**src/rtl/tcb_macros.svh**
```systemverilog
//////////////////////////////
// bus widths, response delay and credit depth for the TCB subsystem
// TCB_DLY of 1 is what the subordinates implement
// TCB_CRD must be a power of two, at least 2
//////////////////////////////
`ifndef TCB_MACROS_SVH
`define TCB_MACROS_SVH

// address width, bit 15 selects the subordinate
`define TCB_AW 16
// data width
`define TCB_DW 32
// byte enables, one per data byte
`define TCB_BW 4

// response delay after a transfer, in cycles
`define TCB_DLY 1

// command FIFO depth and initial response credits
`define TCB_CRD 4

`endif

```
**src/rtl/tcb_pkg.sv**
```systemverilog
//////////////////////////////
// TCB types shared by manager, decoder and subordinates
// widths come from the macro header
//////////////////////////////
`default_nettype none

`include "tcb_macros.svh"

package tcb_pkg;

  // external command opcode
  typedef enum logic [0:0] {
    OP_RD = 1'b0,
    OP_WR = 1'b1
  } tcb_op_e;

  // bus request, 53 bits
  typedef struct packed {
    logic              wen;
    logic [`TCB_AW-1:0] adr;
    logic [`TCB_BW-1:0] ben;
    logic [`TCB_DW-1:0] wdt;
  } tcb_req_t;

  // bus response, 33 bits
  typedef struct packed {
    logic [`TCB_DW-1:0] rdt;
    logic              err;
  } tcb_rsp_t;

  // command from outside, same layout as the request
  typedef struct packed {
    tcb_op_e           op;
    logic [`TCB_AW-1:0] adr;
    logic [`TCB_BW-1:0] ben;
    logic [`TCB_DW-1:0] wdt;
  } tcb_cmd_t;

endpackage

`default_nettype wire

```
**src/rtl/tcb_man.sv**
```systemverilog
//////////////////////////////
// TCB manager, credit based on both external channels
// the sender must hold a credit for each cmd_vld cycle
// no bus back-pressure, every vld cycle is a transfer
// responses leave TCB_DLY+1 cycles after the transfer
//////////////////////////////
`timescale 1ns/1ps
`default_nettype none

`include "tcb_macros.svh"

module tcb_man (
  input  logic              bus,
  input  logic              reset,
  // command channel
  input  logic              cmd_vld,
  input  tcb_pkg::tcb_cmd_t cmd,
  output logic              cmd_crd,
  // response channel
  output logic              rsp_vld,
  output tcb_pkg::tcb_rsp_t rsp,
  input  logic              rsp_crd,
  // bus side
  output logic              bus_vld,
  output tcb_pkg::tcb_req_t bus_req,
  input  tcb_pkg::tcb_rsp_t bus_rsp
);

  // pointer and counter widths
  localparam int unsigned PW = $clog2(`TCB_CRD);
  localparam int unsigned CW = $clog2(`TCB_CRD + 1);

  tcb_pkg::tcb_cmd_t   fifo_mem [`TCB_CRD];
  tcb_pkg::tcb_cmd_t   head;
  logic [PW-1:0]       wr_ptr;
  logic [PW-1:0]       rd_ptr;
  logic [CW-1:0]       fifo_cnt;
  logic [CW-1:0]       crd_cnt;
  logic                issue;
  // transfer flags, bit TCB_DLY-1 marks a valid bus_rsp
  logic [`TCB_DLY-1:0] trn_sr;

  //////////////////////////////
  // command FIFO
  //////////////////////////////

  // sender credits keep the FIFO from overflowing
  always_ff @(posedge bus) begin
    if (cmd_vld) begin
      fifo_mem[wr_ptr] <= cmd;
    end
  end

  always_ff @(posedge bus) begin
    if (reset) begin
      wr_ptr   <= '0;
      rd_ptr   <= '0;
      fifo_cnt <= '0;
    end else begin
      if (cmd_vld) begin
        wr_ptr <= wr_ptr + PW'(1);
      end
      if (issue) begin
        rd_ptr <= rd_ptr + PW'(1);
      end
      fifo_cnt <= fifo_cnt + CW'(cmd_vld) - CW'(issue);
    end
  end

  assign head = fifo_mem[rd_ptr];

  //////////////////////////////
  // response credits and issue
  //////////////////////////////

  // issue only with a reserved response slot
  assign issue = (fifo_cnt != '0) && (crd_cnt != '0);

  // spent on issue, returned by the consumer
  always_ff @(posedge bus) begin
    if (reset) begin
      crd_cnt <= CW'(`TCB_CRD);
    end else begin
      crd_cnt <= crd_cnt + CW'(rsp_crd) - CW'(issue);
    end
  end

  // registered request driver
  always_ff @(posedge bus) begin
    if (reset) begin
      bus_vld <= 1'b0;
    end else begin
      bus_vld <= issue;
    end
  end

  // opcode maps onto write enable
  always_ff @(posedge bus) begin
    if (issue) begin
      bus_req.wen <= (head.op == tcb_pkg::OP_WR);
      bus_req.adr <= head.adr;
      bus_req.ben <= head.ben;
      bus_req.wdt <= head.wdt;
    end
  end

  // each transfer frees exactly one FIFO slot
  assign cmd_crd = bus_vld;

  //////////////////////////////
  // response delay line
  //////////////////////////////

  always_ff @(posedge bus) begin
    if (reset) begin
      trn_sr  <= '0;
      rsp_vld <= 1'b0;
    end else begin
      trn_sr[0] <= bus_vld;
      for (int i = 1; i < `TCB_DLY; i++) begin
        trn_sr[i] <= trn_sr[i-1];
      end
      rsp_vld <= trn_sr[`TCB_DLY-1];
    end
  end

  // capture response payload
  always_ff @(posedge bus) begin
    if (trn_sr[`TCB_DLY-1]) begin
      rsp <= bus_rsp;
    end
  end

endmodule

`default_nettype wire

```
**config.mk**
```make
export PLATFORM = sky130hd
export DESIGN_NAME = tcb_man
export DESIGN_NICKNAME = d
export VERILOG_FILES = /design/src/rtl/tcb_pkg.sv /design/src/rtl/tcb_man.sv
export VERILOG_INCLUDE_DIRS = /design/src /design/src/rtl
export SDC_FILE = /design/constraint.sdc
export NUM_CORES = 1
export LEC_CHECK = 0
export CAP_MARGIN = 20
export CORE_ASPECT_RATIO = 1.2
export CORE_MARGIN = 10
export CORE_UTILIZATION = 56
export CTS_CLUSTER_SIZE = 24
export DETAILED_ROUTE_END_ITERATION = 6
export DONT_BUFFER_PORTS = 1
export PLACE_DENSITY_LB_ADDON = 0.12
export SETUP_SLACK_MARGIN = 0.1
export SKIP_LAST_GASP = 1
export SLEW_MARGIN = 15
export SYNTH_ARGS = -nofsm -noshare
export SYNTH_HDL_FRONTEND = slang
export SYNTH_SLANG_ARGS = --single-unit
```
**constraint.sdc**
```tcl
create_clock -name bus -period 3.4 [get_ports bus]
set_clock_uncertainty 0.1 [all_clocks]
set_input_delay 0.17 -clock bus [delete_from_list [all_inputs] [get_ports bus]]
set_output_delay 0.17 -clock bus [all_outputs]
set_load 0.1 [all_outputs]
```
==> metrics.cfg, run 1 <==
[setup_path]
crit_path_start=crd_cnt[1]$_SDFF_PP0_
crit_fanout=9
r2r_setup_slack_ps=1230
cp-endpoint=crd_cnt[2]$_SDFF_PP1_
arrival_ps=2480
critical_path_class=flop to flop
start_kind=flop
r2r-start=crd_cnt[1]$_SDFF_PP0_
reg2regPathDepth=9
cp-end-kind=flop
r2r-end=crd_cnt[2]$_SDFF_PP1_
worstPathRequired_ps=3710

[floorplan]
die_y_um=172
die_w_um=147
core.rowCount=55
coreArea_um2=18900
dieArea_um2=25300
floorplan.initialDensity_pct=57.2
num_io_pins=179

[layout]
fin_nets=638
regArea_um2=9220
antennaDiodeCount=0
fill_cells=1172
multiInputGateArea_um2=1540
area_growth_pct=20.2
drive_gt1_share_pct=19.8

[clock_tree]
htreeDepth=1
clk_latency_ps=520
cts_inserted_buffers=28
cts_sinks=311
cts_tree=built
cts.path.max_buffers=3
cts_resized=0
ctsRootBufferMaster=clkbuf_16
clkTransAtPathRegs_ps=60

[detailed_routing]
drt-total-wl_um=19400
drc=0
drtPass1Iterations=5
vias=4544
wl_per_cell_um=23.7
ant_nets=0
vias_per_cell=5.56
dr.first_iter.drc_count=254

[placement]
dp_hpwl_um=11200
gp_congestion=0.697
io_buffers=0

[yosys]
ys_seq_area_share_pct=85.0
ys_ff_latch=311
yosysWarnings=0
ys_types=24
postSynthCellCount=427
syn_area_um2=10800
syn_avg_cell_area_um2=25.4
synth_fp_nets=525

[global_routing]
antenna_found_initial=0
overflow=0
grt.total_usage_pct=15.5
grt_max_degree=54
grt_pass1_vias=5058
grt_pass1_wl_um=30200

[sta]
fin_tns_setup_ps=0
fin_crit_ps=2170
worst_slew_pin_slew_ps=1020
slew_violations=0
fmax_mhz=460
setup_viol=0
finalCritPeriodShare_pct=63.9
max_slew_margin_pct=32.1
rsz0062_at_grt=no
hold_violations=0

[hold_path]
hp-class=primary input to flop

[flow_run]
cap_violations=0

[run_status]
outcome=finished clean

-- cell usage in the layout (no fill, tap or decap), types with 5 or more instances in the layout --
cell type,netlist,routed
edfxtp_1,298,298
dlygate4sd3_1,0,89
mux4_2,53,53
clkbuf_16,0,29
dfxtp_1,13,10
buf_4,6,7
nor2b_1,6,6
ha_1,6,6
clkinv_1,0,6
xnor2_1,5,5
bufinv_16,0,5
clkbuf_1,1,5
-- how the worst min path moves through the flow --
stage	startpoint	end	slack, ps	depth (start not counted)
detailed placement	reset	rd_ptr[0]$_SDFFE_PP0P_	130	1
CTS	bus_rsp[4]	rsp[4]$_DFFE_PP_	140	1
finish	bus_rsp[0]	rsp[0]$_DFFE_PP_	170	1
floorplan	reset	crd_cnt[0]$_SDFF_PP0_	140	1
global route	bus_rsp[27]	rsp[27]$_DFFE_PP_	150	1
global placement	reset	rd_ptr[0]$_SDFFE_PP0P_	140	1
-- what timing repair did --
item | 4_1_cts | 5_1_grt
setup buffers | 0 | 0
hold buffers | 89 | 0
hold endpoints to repair | 258 | 0
-- worst max-delay path, stage by stage (launching register included) --
cell      delay, ps
dfxtp_1         330
nor3_1          170
buf_4           190
or3_1           170
nand2_1          80
ha_1            220
fa_1            390
xnor2_1         180
xnor2_1         140
nand2b_1         80
-- cells in the mapped netlist, drive strengths merged --
cell | number | area (µm²)
edfxtp | 298 | 8950
mux4 | 53 | 1190
buf | 13 | 76.3
dfxtp | 13 | 260
ha | 6 | 75.1
nor2b | 6 | 37.5
inv | 5 | 18.8
xnor2 | 5 | 43.8
and2 | 4 | 25.0
nand2 | 4 | 15.0
nor2 | 4 | 15.0
nor3 | 3 | 15.0
or3 | 3 | 18.8
a21oi | 2 | 10.0
fa | 2 | 40.0
clkbuf | 1 | 3.75
mux2i | 1 | 10.0
nand2b | 1 | 6.26
o21ai | 1 | 5.00
o31ai | 1 | 7.51
or4 | 1 | 7.51
-- metal layers --
layer / track usage, % / up-vias / wire [µm]
li1: - / 2004 / -
met1: 19.1 / 2376 / 7440
met2: 27.2 / 137 / 10500
met3: 3.35 / 27 / 1130
met4: 4.06 / 0 / 288
met5: 0 / - / 0
-- sequential cells by signal, summed over array words and instances (netlist names), 2 cells and up --
name      flops
crd_cnt       3
wr_ptr        2
bus_req      53
fifo_cnt      3
rd_ptr        2
rsp          33
fifo_mem    212
-- cells by family (layout without fill, tap and decap cells) --
| group | Yosys count | count (layout) | synth area share, % |
|---|---|---|---|
| AND/OR/NAND/NOR | 26 | 26 | 1.29 |
| AO/OA/AOI/OAI | 4 | 4 | 0.208 |
| XOR/XNOR | 5 | 5 | 0.404 |
| adder cells (fa/ha/maj) | 8 | 8 | 1.06 |
| flip-flops | 311 | 311 | 85.0 |
| buffers and inverters | 19 | 154 | 0.912 |
| multiplexers | 54 | 54 | 11.1 |
-- through the flow --
stage                     instance area (µm²)  cells  utilization [%]  hold WS [ps]  setup WS [ps]
after floorplan                         10800    427                -           142            124
after CTS                               13000    818             68.8           143           1210
after detailed placement                11200    677             59.0           133           1230
final                                   13000    818             68.8           170           1230
after global placement                  11200    677             59.0           136           1290
after global routing                    13000    818             68.8           147           1080
-- area by class of cell --
| cell class | instances | share of cell area, % |
|---|---|---|
| Clock buffer | 34 | 5.72 |
| Clock inverter | 18 | 1.65 |
| Inverter | 5 | 0.144 |
| Multi-Input combinational cell | 97 | 11.8 |
| Sequential cell | 311 | 70.8 |
| Tap cell | 256 | 2.46 |
| Timing Repair Buffer | 97 | 7.40 |
Power of run 1 is not shown: default switching activity piles up to over one toggle a cycle in this logic, so the estimate is an artifact.
==> inputs of run 2 (changes only) <==
Settings changed: CORE_UTILIZATION 56 to 62.
Clock period 3.4 ns to 2.1 ns, I/O delays scaled along.
==> run 2 against run 1 <==
Sequential share of layout area decreased by 3.9 points. Die area decreased by 8.5%. Register-to-register slack got worse by 1100 ps. Core utilization increased by 12 points. Critical path depth decreased by 1. Largest cell class unchanged. Cell area increased by 5.8%. Fmax increased by 11%. Worst hold slack got worse by 69 ps. Clock-buffer cell count increased by 5. Via count increased by 10%. Worst setup slack got worse by 1100 ps. Critical path type unchanged.
==> metrics.cfg, run 2 (synthesis results as in run 1) <==
[floorplan]
die_w_um=141  ; was 147 µm
floorplan.initialDensity_pct=63.5  ; was 57.2%
num_io_pins=179  ; unchanged
coreArea_um2=17000  ; was 18900 µm²
die_y_um=165  ; was 172 µm
core.rowCount=52  ; was 55
dieArea_um2=23200  ; was 25300 µm²

[global_routing]
grt-busiest-layer=met2  ; unchanged
antenna_found_initial=0  ; unchanged
grt_pass1_vias=5557  ; was 5058
use_met1_pct=22.5  ; was 19.1%
grt_max_degree=54  ; unchanged
grtUsageMet3_pct=4.40  ; was 3.35%
met2_usage_pct=35.6  ; was 27.2%
overflow=0  ; unchanged
grt_pass1_wl_um=34200  ; was 30200 µm
grt.total_usage_pct=19.5  ; was 15.5%

[clock_tree]
cts_tree=built  ; unchanged
htreeDepth=1  ; unchanged
cts.path.max_buffers=3  ; unchanged
clk_latency_ps=520  ; about the same
ctsRootBufferMaster=clkbuf_16  ; unchanged
clkTransAtPathRegs_ps=60  ; about the same
cts_inserted_buffers=28  ; unchanged
cts_sinks=311  ; unchanged

[sta]
hold_violations=0  ; unchanged
fin_crit_ps=1960  ; was 2170 ps
rsz0062_at_grt=yes  ; was no
fmax_mhz=509  ; was 460 MHz
slew_violations=0  ; unchanged
whs_ps=101  ; was 170 ps
finalCritPeriodShare_pct=93.6  ; was 63.9%
worst_slew_pin_slew_ps=549  ; was 1020 ps
fin_tns_setup_ps=0  ; unchanged
max_slew_margin_pct=63.7  ; was 32.1%
setup_viol=0  ; unchanged

[setup_path]
start_kind=flop  ; unchanged
slowest_delay_ps=370  ; was 390 ps
cp_top_family=simple AND/OR/NAND/NOR gates  ; was adder cells
r2r-start=fifo_cnt[2]$_SDFF_PP0_  ; was crd_cnt[1]$_SDFF_PP0_
crit_fanout=4  ; was 9
worstPathRequired_ps=2410  ; was 3710 ps
crit_slowest_cell=fa_2  ; was fa_1
crit_chain=nor3_4, or3_4, nand2_1, ha_2, fa_2, xnor2_2, xnor2_1, nand2b_1  ; was nor3_1, buf_4, or3_1, nand2_1, ha_1, fa_1, xnor2_1, xnor2_1, nand2b_1
critical_path_class=flop to flop  ; unchanged
r2r_setup_slack_ps=140  ; was 1230 ps
cp.buffers_inverters=0  ; was 1
cp-end-kind=flop  ; unchanged
arrival_ps=2280  ; was 2480 ps
reg2regPathDepth=8  ; was 9
r2r-end=crd_cnt[2]$_SDFF_PP1_  ; unchanged

[layout]
largest_register_ffs=212  ; unchanged
area_growth_pct=27.2  ; was 20.2%
drive_gt1_share_pct=32.5  ; was 19.8%
layout_common_cells=edfxtp_1 (298), buf_4 (99), dlygate4sd3_1 (89)  ; was edfxtp_1 (298), dlygate4sd3_1 (89), mux4_2 (53)
fin_nets=741  ; was 638
top_regs=fifo_mem x212, bus_req x53, rsp x33  ; unchanged
regMostFlops=fifo_mem  ; unchanged
fill_cells=832  ; was 1172
antennaDiodeCount=0  ; unchanged
layout_commonest_cell=edfxtp_1  ; unchanged

[power_and_ir_drop]
power_leakage_nw=4.68
comb_power_share_pct=39.5
p_per_area_nw_per_um2=1580
p_switching_mw=8.89
vdd.ir_drop.worst_uv=1150
p_int_mw=12.9
sw_frac_of_total_pct=40.8
power_frac_seq_pct=39.6
pwr-share-clk_pct=20.9

[hold_path]
whs_path_depth=2  ; was 1
hp-class=primary input to flop  ; unchanged
hold_end=fifo_mem[2][6]$_DFFE_PP_  ; was rsp[0]$_DFFE_PP_
hold_start=cmd_vld  ; was bus_rsp[0]

[detailed_routing]
drtPass1Iterations=4  ; was 5
drt-total-wl_um=22700  ; was 19400 µm
drc=0  ; unchanged
ant_nets=0  ; unchanged
wl_per_cell_um=25.8  ; was 23.7 µm
vias=4998  ; was 4544
vias_per_cell=5.68  ; was 5.56
dr.first_iter.drc_count=335  ; was 254

[flow_run]
cap_violations=0  ; unchanged

[placement]
dp_hpwl_um=12700  ; was 11200 µm
io_buffers=0  ; unchanged
gp_congestion=0.712  ; was 0.697

[run_status]
outcome=finished clean  ; unchanged

-- run 2: cell types whose count changed in the layout (fill, tap and decap cells not counted), moves of 2 or more --
cell | previous run | this run
buf_4 | 7 | 99
buf_12 | 1 | 12
bufinv_16 | 5 | 0
clkbuf_1 | 5 | 10
and2_2 | 0 | 4
and2_4 | 4 | 0
clkinvlp_4 | 3 | 0
dfxtp_1 | 10 | 8
dfxtp_2 | 2 | 4
nor3_1 | 3 | 1
nor3_4 | 0 | 2
or3_1 | 3 | 1
or3_4 | 0 | 2
-- run 2: worst reg2reg max path, stage by stage, from the launching register on --
cell	delay, ps
dfxtp_2	340
nor3_4	280
or3_4	190
nand2_1	50
ha_2	170
fa_2	370
xnor2_2	140
xnor2_1	140
nand2b_1	70
-- run 2: routing by layer --
layer / part of all wire, % / routed length, µm / vias up
met5: 0 / 0 / -
met4: 2.0 / 443 / 0
met3: 6.6 / 1490 / 29
met2: 58 / 13000 / 189
met1: 34 / 7700 / 2578
li1: - / - / 2202
-- run 2: layout make-up --
| cell class | count | area, µm² | area share, % |
|---|---|---|---|
| multi-input cells | 97 | 1580 | 11.5 |
| inverters | 5 | 18.8 | 0.136 |
| clock inverters | 12 | 51.3 | 0.372 |
| repair buffers | 200 | 1870 | 13.6 |
| clock buffers | 39 | 763 | 5.54 |
| flip-flops and latches | 311 | 9220 | 66.9 |
| well taps | 216 | 270 | 1.96 |
-- run 2: power groups by stage --
| stage | Clock (mW) | Combinational (mW) | Sequential [mW] |
|---|---|---|---|
| 2_1_floorplan | 0 | 2.01 | 13.2 |
| 3_3_place_gp | 0 | 8.30 | 8.66 |
| 3_5_place_dp | 0 | 8.39 | 8.70 |
| 4_1_cts | 4.57 | 8.60 | 8.59 |
| 5_1_grt | 4.87 | 8.95 | 8.69 |
| 6_report | 4.55 | 8.60 | 8.60 |
-- run 2: timing repair --
item / CTS / global route
gates resized for setup: 0 / 5
endpoints found under the hold margin: 279 / 0
setup buffers: 0 / 2
gates cloned: 0 / 0
setup endpoints to repair: 1 / 2
pin swaps: 2 / 5
hold buffers: 89 / 0
-- run 2: how the worst max path moves through the flow --
stage                           startpoint                    end  slack, ps  depth (start not counted)
floorplan           fifo_cnt[2]$_SDFF_PP0_  crd_cnt[2]$_SDFF_PP1_        110                          8
global placement    fifo_cnt[2]$_SDFF_PP0_  crd_cnt[2]$_SDFF_PP1_        160                          8
detailed placement  fifo_cnt[2]$_SDFF_PP0_  crd_cnt[2]$_SDFF_PP1_        100                          8
CTS                 fifo_cnt[0]$_SDFF_PP0_  crd_cnt[2]$_SDFF_PP1_        100                          8
global route        fifo_cnt[2]$_SDFF_PP0_  crd_cnt[2]$_SDFF_PP1_         50                          8
finish              fifo_cnt[2]$_SDFF_PP0_  crd_cnt[2]$_SDFF_PP1_        140                          8
-- run 2: per-stage QoR --
stage | total power, mW | worst slack, ps | std cells | util [%] | cell area, µm²
3_5_place_dp | 17.1 | 104 | 738 | 70.6 | 12000
4_1_cts | 21.8 | 104 | 878 | 80.6 | 13700
2_1_floorplan | 15.2 | 113 | 427 | - | 10900
3_3_place_gp | 17.0 | 161 | 738 | 70.6 | 12000
5_1_grt | 22.5 | 51.2 | 880 | 80.8 | 13800
6_report | 21.8 | 135 | 880 | 80.8 | 13800
Power figures use the tool's default switching activity.
==> inputs of run 3 (changes only) <==
Clock period 2.1 ns to 2.15 ns, I/O delays scaled along.
==> run 3 against run 2 <==
Routed wire length decreased by 0.45%. Largest cell class unchanged. Via count about the same. First-iteration DRC count decreased by 11%. Critical path type unchanged. Die area unchanged. Sequential power decreased by 0.7%. Worst hold slack got worse by 40 ps. Cell area about the same. Total power decreased by 0.41%. Largest power group unchanged. Combinational power decreased by 3.6%. Core utilization about the same.
==> metrics.cfg, run 3 (synthesis results as in run 1) <==
[global_routing]
antenna_found_initial=2  ; was 0
grt_pass1_vias=5616  ; was 5557
overflow=0  ; unchanged
grt_max_degree=38  ; was 54
grt_pass1_wl_um=33900  ; was 34200 µm
grt.total_usage_pct=19.2  ; was 19.5%

[clock_tree]
cts_sinks=311  ; unchanged
clk_latency_ps=540  ; was 520 ps
cts_inserted_buffers=29  ; was 28
cts_tree=built  ; unchanged
clkTransAtPathRegs_ps=70  ; was 60 ps
cts.path.max_buffers=3  ; unchanged
htreeDepth=1  ; unchanged
ctsRootBufferMaster=clkbuf_16  ; unchanged

[setup_path]
r2r-start=fifo_cnt[0]$_SDFF_PP0_  ; was fifo_cnt[2]$_SDFF_PP0_
crit_fanout=4  ; unchanged
cp_top_family=simple AND/OR/NAND/NOR gates  ; unchanged
crit_chain=nor3_4, or3_4, nand2_1, ha_1, fa_2, xnor2_2, xnor2_1, nand2b_1  ; was nor3_4, or3_4, nand2_1, ha_2, fa_2, xnor2_2, xnor2_1, nand2b_1
start_kind=flop  ; unchanged
r2r-end=crd_cnt[2]$_SDFF_PP1_  ; unchanged
reg2regPathDepth=8  ; unchanged
crit_slowest_cell=fa_2  ; unchanged
critical_path_class=flop to flop  ; unchanged
r2r_setup_slack_ps=180  ; was 140 ps
slowest_delay_ps=360  ; was 370 ps
arrival_ps=2300  ; was 2280 ps
cp.buffers_inverters=0  ; unchanged
cp-end-kind=flop  ; unchanged
worstPathRequired_ps=2480  ; was 2410 ps

[flow_run]
cap_violations=0  ; unchanged

[layout]
layout_common_cells=edfxtp_1 (298), buf_4 (97), dlygate4sd3_1 (89)  ; was edfxtp_1 (298), buf_4 (99), dlygate4sd3_1 (89)
largest_register_ffs=212  ; unchanged
regMostFlops=fifo_mem  ; unchanged
fill_cells=823  ; was 832
top_regs=fifo_mem x212, bus_req x53, rsp x33  ; unchanged
regArea_um2=9220  ; about the same
drive_gt1_share_pct=33.1  ; was 32.5%
layout_commonest_cell=edfxtp_1  ; unchanged
multiInputGateArea_um2=1580  ; about the same
area_growth_pct=27.2  ; about the same
fin_util_pct=80.8  ; about the same
fin_nets=737  ; was 741

[hold_path]
hold_start=cmd_vld  ; unchanged
whs_path_depth=1  ; was 2
hold_end=fifo_mem[2][0]$_DFFE_PP_  ; was fifo_mem[2][6]$_DFFE_PP_
hp-class=primary input to flop  ; unchanged

[floorplan]
die_w_um=141  ; unchanged
coreArea_um2=17000  ; unchanged
core.rowCount=52  ; unchanged
die_y_um=165  ; unchanged
floorplan.initialDensity_pct=63.5  ; unchanged
num_io_pins=179  ; unchanged
dieArea_um2=23200  ; unchanged

[detailed_routing]
drc=0  ; unchanged
vias=4999  ; was 4998
ant_nets=0  ; unchanged
wl_per_cell_um=25.6  ; was 25.8 µm
drt-total-wl_um=22600  ; was 22700 µm
dr.first_iter.drc_count=297  ; was 335
drtPass1Iterations=5  ; was 4
vias_per_cell=5.68  ; about the same

[sta]
hold_violations=0  ; unchanged
rsz0062_at_grt=yes  ; unchanged
fin_tns_setup_ps=0  ; unchanged
setup_viol=0  ; unchanged
whs_ps=61.0  ; was 101 ps
worst_slew_pin_slew_ps=595  ; was 549 ps
finalCritPeriodShare_pct=91.7  ; was 93.6%
fmax_mhz=507  ; was 509 MHz
slew_violations=0  ; unchanged
fin_crit_ps=1970  ; was 1960 ps
max_slew_margin_pct=60.3  ; was 63.7%

[placement]
io_buffers=0  ; unchanged
gp_congestion=0.720  ; was 0.712
dp_hpwl_um=12700  ; about the same

[run_status]
outcome=finished clean  ; unchanged

[power_and_ir_drop]
p_per_area_nw_per_um2=1570  ; was 1580 nW/µm²
vdd.ir_drop.worst_uv=1240  ; was 1150 µV
power_leakage_nw=4.68  ; about the same
total_power_mw=21.7  ; was 21.8 mW

==> run 3: worst register-to-register path, delay by kind of cell (launching register included) <==
family / cells / cell delay, ps
xor gates and xnor gates: 2 / 280
adders and majority gates: 2 / 550
DFF: 1 / 350
and+or+nand+nor: 4 / 580
==> run 3: through the flow <==
step	area (µm²)	worst slack (ps)	cells
global placement	12000	187	734
finish	13800	179	880
detailed placement	12000	97.5	734
global route	13800	92.5	880
CTS	13700	107	878
floorplan	10900	141	427
==> run 3: layer usage <==
| layer | wire [µm] | vias to the layer above | part of all wire (%) | global-route usage (%) |
|---|---|---|---|---|
| li1 | - | 2203 | - | - |
| met1 | 7920 | 2594 | 35 | 22.2 |
| met2 | 12900 | 165 | 57 | 35.0 |
| met3 | 1280 | 37 | 5.7 | 3.94 |
| met4 | 508 | 0 | 2.3 | 5.97 |
| met5 | 0 | - | 0 | 0 |
==> run 3: timing repair <==
item,CTS,global route
pin swaps,1,1
hold buffers,89,0
hold endpoints to repair,266,0
resized for setup,0,7
endpoints found under the setup margin,1,3
setup buffers,1,0
==> run 3: worst max-delay path by stage <==
| stage | end | slack (ps) | start | cells after the start |
|---|---|---|---|---|
| after floorplan | crd_cnt[2]$_SDFF_PP1_ | 140 | fifo_cnt[0]$_SDFF_PP0_ | 8 |
| after global placement | crd_cnt[2]$_SDFF_PP1_ | 190 | fifo_cnt[0]$_SDFF_PP0_ | 8 |
| after detailed placement | crd_cnt[2]$_SDFF_PP1_ | 100 | fifo_cnt[0]$_SDFF_PP0_ | 8 |
| after CTS | fifo_cnt[1]$_SDFF_PP0_ | 110 | crd_cnt[1]$_SDFF_PP0_ | 7 |
| after global routing | fifo_cnt[1]$_SDFF_PP0_ | 90 | crd_cnt[1]$_SDFF_PP0_ | 7 |
| final | crd_cnt[2]$_SDFF_PP1_ | 180 | fifo_cnt[0]$_SDFF_PP0_ | 8 |
==> run 3: layout make-up <==
cell class / instances / share of cell area, %
Antenna cell: 2 / 0.0363
Clock buffer: 33 / 5.38
Clock inverter: 21 / 1.14
Inverter: 5 / 0.136
Multi-Input combinational cell: 97 / 11.4
Sequential cell: 311 / 66.9
Tap cell: 216 / 1.96
Timing Repair Buffer: 195 / 13.0
==> run 3: where the power goes <==
part           internal [mW]  switching, mW
combinational           2.19           6.11
sequential              7.93          0.604
clock                   2.71           2.12
